File: config.mk
export PLATFORM = sky130hd
export DESIGN_NAME = spy_access_ctrl
export DESIGN_NICKNAME = d
export VERILOG_FILES = /design/src/hdl/fm_spy_pkg.sv /design/src/hdl/spy_access_ctrl.sv
export SDC_FILE = /design/constraint.sdc
export NUM_CORES = 1
export LEC_CHECK = 0
export BUFFER_PORTS_ARGS = -buffer_cell sky130_fd_sc_hd__buf_2
export CAP_MARGIN = 20
export CORE_AREA = 5 5 221 223
export CTS_BUF_LIST = sky130_fd_sc_hd__clkbuf_4 sky130_fd_sc_hd__clkbuf_8
export DETAILED_ROUTE_END_ITERATION = 7
export DIE_AREA = 0 0 226 228
export HOLD_SLACK_MARGIN = 0.1
export PLACE_DENSITY = 0.31
export SYNTH_ARGS = -nofsm -noshare
export SYNTH_HDL_FRONTEND = slang
export SYNTH_SLANG_ARGS = --single-unit
File: constraint.sdc
create_clock -name spy_clock -period 2.3 [get_ports spy_clock]
set_input_delay 0.46 -clock spy_clock [delete_from_list [all_inputs] [get_ports spy_clock]]
set_output_delay 0.46 -clock spy_clock [all_outputs]
set_load 0.05 [all_outputs]
File: src/hdl/fm_spy_pkg.sv
// front-end monitor spy buffer package with the shared widths, depth and init pattern
package fm_spy_pkg;

	// number of spy channels in the bank
	localparam int n_channels_default = 4;        // default bank size, top level may override

	// monitored stream and spy memory word
	localparam int mon_dw = 32;                   // one width for every channel

	// spy memory geometry
	localparam int spy_aw    = 6;                 // spy address bits
	localparam int spy_depth = 1 << spy_aw;       // words per spy memory, 64

	// a single word of monitored or spy data
	typedef logic [mon_dw-1:0] mon_word_t;

	// address into one spy memory
	typedef logic [spy_aw-1:0] spy_addr_t;

	// fill word of the init sweep
	// a recognisable value, so untouched locations stand out in a dump
	localparam mon_word_t init_pattern = 32'h0fa5fa50;

endpackage

File: src/hdl/spy_access_ctrl.sv
// spy access controller with the init sweep, host/sweep port muxing and registered read valids
`timescale 1ns/1ps

module spy_access_ctrl #(
	parameter int n_channels = fm_spy_pkg::n_channels_default   // number of spy channels
) (
	input  logic                  spy_clock,                    // spy clock
	input  logic                  axi_reset_n,                  // sync reset, active low
	input  logic                  init_spy_mem_i,               // level, keeps the sweep running
	input  logic [n_channels-1:0] spy_en_i,                     // host read enables
	input  logic [n_channels-1:0] spy_wr_en_i,                  // host write enables
	input  fm_spy_pkg::spy_addr_t spy_addr_i    [n_channels],   // host addresses
	input  fm_spy_pkg::mon_word_t spy_wr_data_i [n_channels],   // host write words
	input  fm_spy_pkg::mon_word_t mem_rd_data_i [n_channels],   // read words from channels
	output logic [n_channels-1:0] mem_en_o,                     // per-channel port enable
	output logic [n_channels-1:0] mem_wr_en_o,                  // per-channel write strobe
	output fm_spy_pkg::spy_addr_t mem_addr_o    [n_channels],   // per-channel address
	output fm_spy_pkg::mon_word_t mem_wr_data_o [n_channels],   // per-channel write word
	output fm_spy_pkg::mon_word_t spy_rd_data_o [n_channels],   // host read words
	output logic [n_channels-1:0] spy_rd_valid_o                // host read valids
);
	import fm_spy_pkg::*;

	logic                  init_active;   // sweep running
	spy_addr_t             sweep_addr;    // sweep location, shared by all channels
	logic [n_channels-1:0] rd_vld_q;      // registered read valids

	// init flag, set by reset then follows the request one cycle late
	always_ff @(posedge spy_clock)
	begin
		if (!axi_reset_n)
		begin
			init_active <= 1'b1;          // memories get filled out of reset
		end
		else
		begin
			init_active <= init_spy_mem_i;
		end
	end

	// sweep address counter
	always_ff @(posedge spy_clock)
	begin
		if (!axi_reset_n)
		begin
			sweep_addr <= '0;
		end
		else if (init_active)
		begin
			sweep_addr <= sweep_addr + 1'b1;   // wraps at spy_depth by width
		end
		else
		begin
			sweep_addr <= '0;             // parked at 0 between sweeps
		end
	end

	// port select, the sweep owns every channel while active
	always_comb
	begin
		for (int i = 0; i < n_channels; i++)
		begin
			if (init_active)
			begin
				mem_en_o[i]      = 1'b1;
				mem_wr_en_o[i]   = 1'b1;              // host writes dropped here
				mem_addr_o[i]    = sweep_addr;
				mem_wr_data_o[i] = init_pattern;
			end
			else
			begin
				mem_en_o[i]      = spy_en_i[i] | spy_wr_en_i[i];
				mem_wr_en_o[i]   = spy_wr_en_i[i];
				mem_addr_o[i]    = spy_addr_i[i];
				mem_wr_data_o[i] = spy_wr_data_i[i];
			end
		end
	end

	// read valid, one cycle after the host enable
	always_ff @(posedge spy_clock)
	begin
		if (!axi_reset_n)
		begin
			rd_vld_q <= '0;
		end
		else
		begin
			rd_vld_q <= spy_en_i;
		end
	end

	// zero data outside a valid cycle
	always_comb
	begin
		for (int i = 0; i < n_channels; i++)
		begin
			spy_rd_data_o[i] = rd_vld_q[i] ? mem_rd_data_i[i] : '0;
		end
	end

	assign spy_rd_valid_o = rd_vld_q;

endmodule

### Word level (Yosys, flattened, before mapping)

Index checks and enable logic that the tools add are counted.

| storage, ports and cells | value |
|---|---|
| register bits after elaboration | 11 |
| bits of input ports | 291 |
| output and inout bits | 292 |
| logic and storage cells | 29 |

| operators by class | value |
|---|---|
| add/sub/neg operators | 1 |
| mux-type cells | 20 |
| bitwise operators | 4 |
| reductions and logical operators | 1 |

Operators by type and width:

| kind | number |
|---|---|
| 32-bit two-way mux | 8 |
| 6-bit two-way mux | 4 |
| 1-bit two-way mux | 8 |
| 6-bit by 1-bit adder with 6-bit output, second input constant | 1 |
| 1-bit bitwise OR | 4 |
| 2-bit AND reduction | 1 |

### Logic depth before layout (Yosys ltp)

| depth | value |
|---|---|
| depth after elaboration | 2 |
| gate-level depth with buffers | 4 |
| mapped depth without buffers | 4 |

### Worst setup path after synthesis

OpenSTA, ideal clock, no wires.

| timing path | value |
|---|---|
| path kind | register to output |
| start point | reg init_active |
| end point | out mem_addr_o[0] (netlist name) |
| data arrival time | 1.758 ns |
| data required time | 1.840 ns |
| setup slack | 0.082 ns |
| cell stages (with the launch flop) | 4 |
| buffers on the path | 2 |
| path through | dfxtp_1 buf_4 clkbuf_1 o21ai_0 |

RTL lines:

| item | line | source |
|---|---|---|
| start: declaration | spy_access_ctrl.sv:24 | `logic init_active;` |
| start signal: assignment | spy_access_ctrl.sv:37 | `init_active <= init_spy_mem_i;` |
| end: declaration | spy_access_ctrl.sv:17 | `output fm_spy_pkg::spy_addr_t mem_addr_o [n_channels],` |

==> reports/qor.csv <==
metric;value;unit
port_buffers;582;
fin_util;13.2;%
drive_gt1_share;70.6;%
syn_area;0.00237;sq mm
critPathArrivalTime;1600;ps
clock_sinks;11;
pre_cts_slack;422;ps
p_per_area;322;mW/mm^2
path_cells;buf_12 > nand2_1 > o21ai_0 > buf_2;
layout_setup_ws;235;ps
grtUsageTotal;9.21;%
seq_area_frac_synth;9.31;%
drtIter0Drc;78;
synth-async-reset-ratio;0;%
wl;26.4;mm
maxSlewHeadroom;71.1;%
fin_nets;1240;
grt.busiest_layer;met2;
wl_per_cell;17.0;microns
dr.pass1.iters;4;
start_kind;flip-flop;
post-route-period-util;89.8;%
cap_violations;0;
antenna_found_initial;24;
worst_pin_slew;433;ps
synth-edff-count;0;
rsz0062_at_grt;false;
routed_via_density;3.09;
ys.flop_type;dfxtp_1;
cts_inserted_buffers;3;
worstSetupStartpoint;init_active$_SDFF_PN1_;
synth_top_family_by_area;simple AND/OR/NAND/NOR gates;
grtUsageMet3;3.90;%
crit_required;1840;ps
critical_path_class;reg2out;
syn2layout_area_growth;158;%
synth-adder-area-share;0.529;%
grtUsageMet1;9.05;%
remaining_drc_errors;0;
tns;0;ps
dieArea;0.0515;sq mm
cts.clk_slew.worst_paths;80;ps
ctsHoldBuffers;0;
core;0.0464;sq mm
clock_latency;280;ps
start_util;5.10;%
cp_top_family;flip-flops;
cp_slowest_cell;dfxtp_4;
root_buffer;clkbuf_8;
vias;4812;
clockBufferDepth;2;
die_h;228;microns
synth_nets;672;
regArea;224;sq um
io_pins;583;
synth_area_leader_cell;and2_1;
worst-path-buf-inv;2;
ys_warn_count;0;
synth_mux_area_share;0;%
synthSimpleGateAreaFrac;74.3;%
grt_use_met2;18.2;%
grt_overflow_total;0;
h-tree-depth;1;
min_period;2060;ps
worstHoldStart;spy_en_i[0];
whs;404;ps
ys_top_cells_by_area;and2_1, or2_2, nor2b_1, dfxtp_1, o21ai_0;
multiInputGateArea;0.00193;sq mm
setup_viol;0;
hpwl;24.2;mm
cp_max_fo;32;
cts_resized;0;
synth_top_area_share;34.9;%
fmax;484;MHz
gp_congestion;0.881;
cts_tree;built;
leakagePower;3.48;nW
num-fill-cells;5457;
die_width;226;microns
worstHoldPathType;in2reg;
ys_ff_latch;11;
synth_cell_types;22;
grt_pass1_vias;4824;
ir_drop;0.123;mV
hold_viol;0;
reg2reg_from;sweep_addr[1]$_SDFF_PN0_;
grt_pass1_wl;34.3;mm
status;finished clean;
end_kind;primary output;
synth_xor_area_share;1.11;%
ant_nets;0;
fin_skew;0.797;ps
crit_path_max_incr_delay;560;ps
synth_compound_area_share;5.66;%
grt_max_degree;44;
syn_area_per_cell;6.23;sq um
slew_violations;0;
netlist_instances;380;
row_count;79;
-- placed cells by master, fill, tap and decap left out --
master / count
a21oi_2: 1
and2_1: 132
and3_1: 1
buf_12: 3
buf_2: 582
buf_4: 7
buf_8: 1
clkbuf_8: 3
clkinv_2: 1
dfxtp_1: 10
dfxtp_4: 1
diode_2: 4
ha_1: 1
inv_1: 24
nand2_1: 7
nand2_2: 1
nand2b_1: 1
nand3_1: 1
nand3_2: 1
nor2_1: 4
nor2b_1: 64
o21ai_0: 25
or2_2: 68
or3_1: 5
xnor2_1: 1
xor2_1: 2
-- stage by stage --
step	power (mW)	instance area (sq um)	instances
2_1_floorplan	1.19	2370	380
3_3_place_gp	1.74	6030	1549
3_5_place_dp	1.73	6030	1549
4_1_cts	2.03	6080	1553
5_1_grt	2.09	6090	1555
6_report	1.96	6100	1558
-- logic make-up after synthesis --
kind of cell,count (synthesis)
simple gates,285
buf+inv,54
compound gates,26
flops,11
xor+xnor,3
fa+ha+maj,1
-- synthesized netlist by cell type, types with 2 or more instances --
cell type and count:
and2_1 132, buf_2 6, nand2_1 7, or3_1 5
or2_2 68, o21ai_0 25, xor2_1 2, dfxtp_1 11
inv_1 24, nor2_1 4, nor2b_1 64, clkbuf_1 22
-- where the power goes --
group | internal [mW] | switching (mW)
clock network | 0.121 | 0.130
registers | 0.198 | 0.0181
logic | 0.439 | 1.06
total | 0.758 | 1.21
-- what timing repair did --
item                                    CTS  global route
endpoints found under the setup margin    0             8
buffers inserted                          0             1
endpoints found under the hold margin     0             0
-- state kept, by name, indices dropped and copies added (netlist names) --
| signal | flops |
|---|---|
| init_active | 1 |
| spy_rd_valid_o | 4 |
| sweep_addr | 6 |
-- final timing paths --
check | to | slack [ps] | depth (start not counted)
hold reg to reg | sweep_addr[0]$_SDFF_PN0_ | 510 | 1
hold / removal | spy_rd_valid_o[0]$_SDFF_PN0_ | 400 | 2
setup reg to reg | sweep_addr[5]$_SDFF_PN0_ | 1180 | 3
setup / recovery | mem_addr_o[5] | 240 | 4
-- layout make-up --
class | instances | area share, %
Antenna cell | 4 | 0.164
Clock buffer | 3 | 0.677
Clock inverter | 1 | 0.0820
Inverter | 24 | 1.48
Multi-Input combinational cell | 315 | 31.6
Sequential cell | 11 | 3.67
Tap cell | 607 | 12.4
Timing Repair Buffer | 593 | 49.8
-- per-layer routing --
metal	vias up	wire length, microns	part of all wire (%)
li1	2265	-	-
met2	397	13700	52
met1	2091	8860	33
met5	-	50	0.19
met4	8	471	1.8
met3	51	3330	13
(Power assumes the default switching activity.)
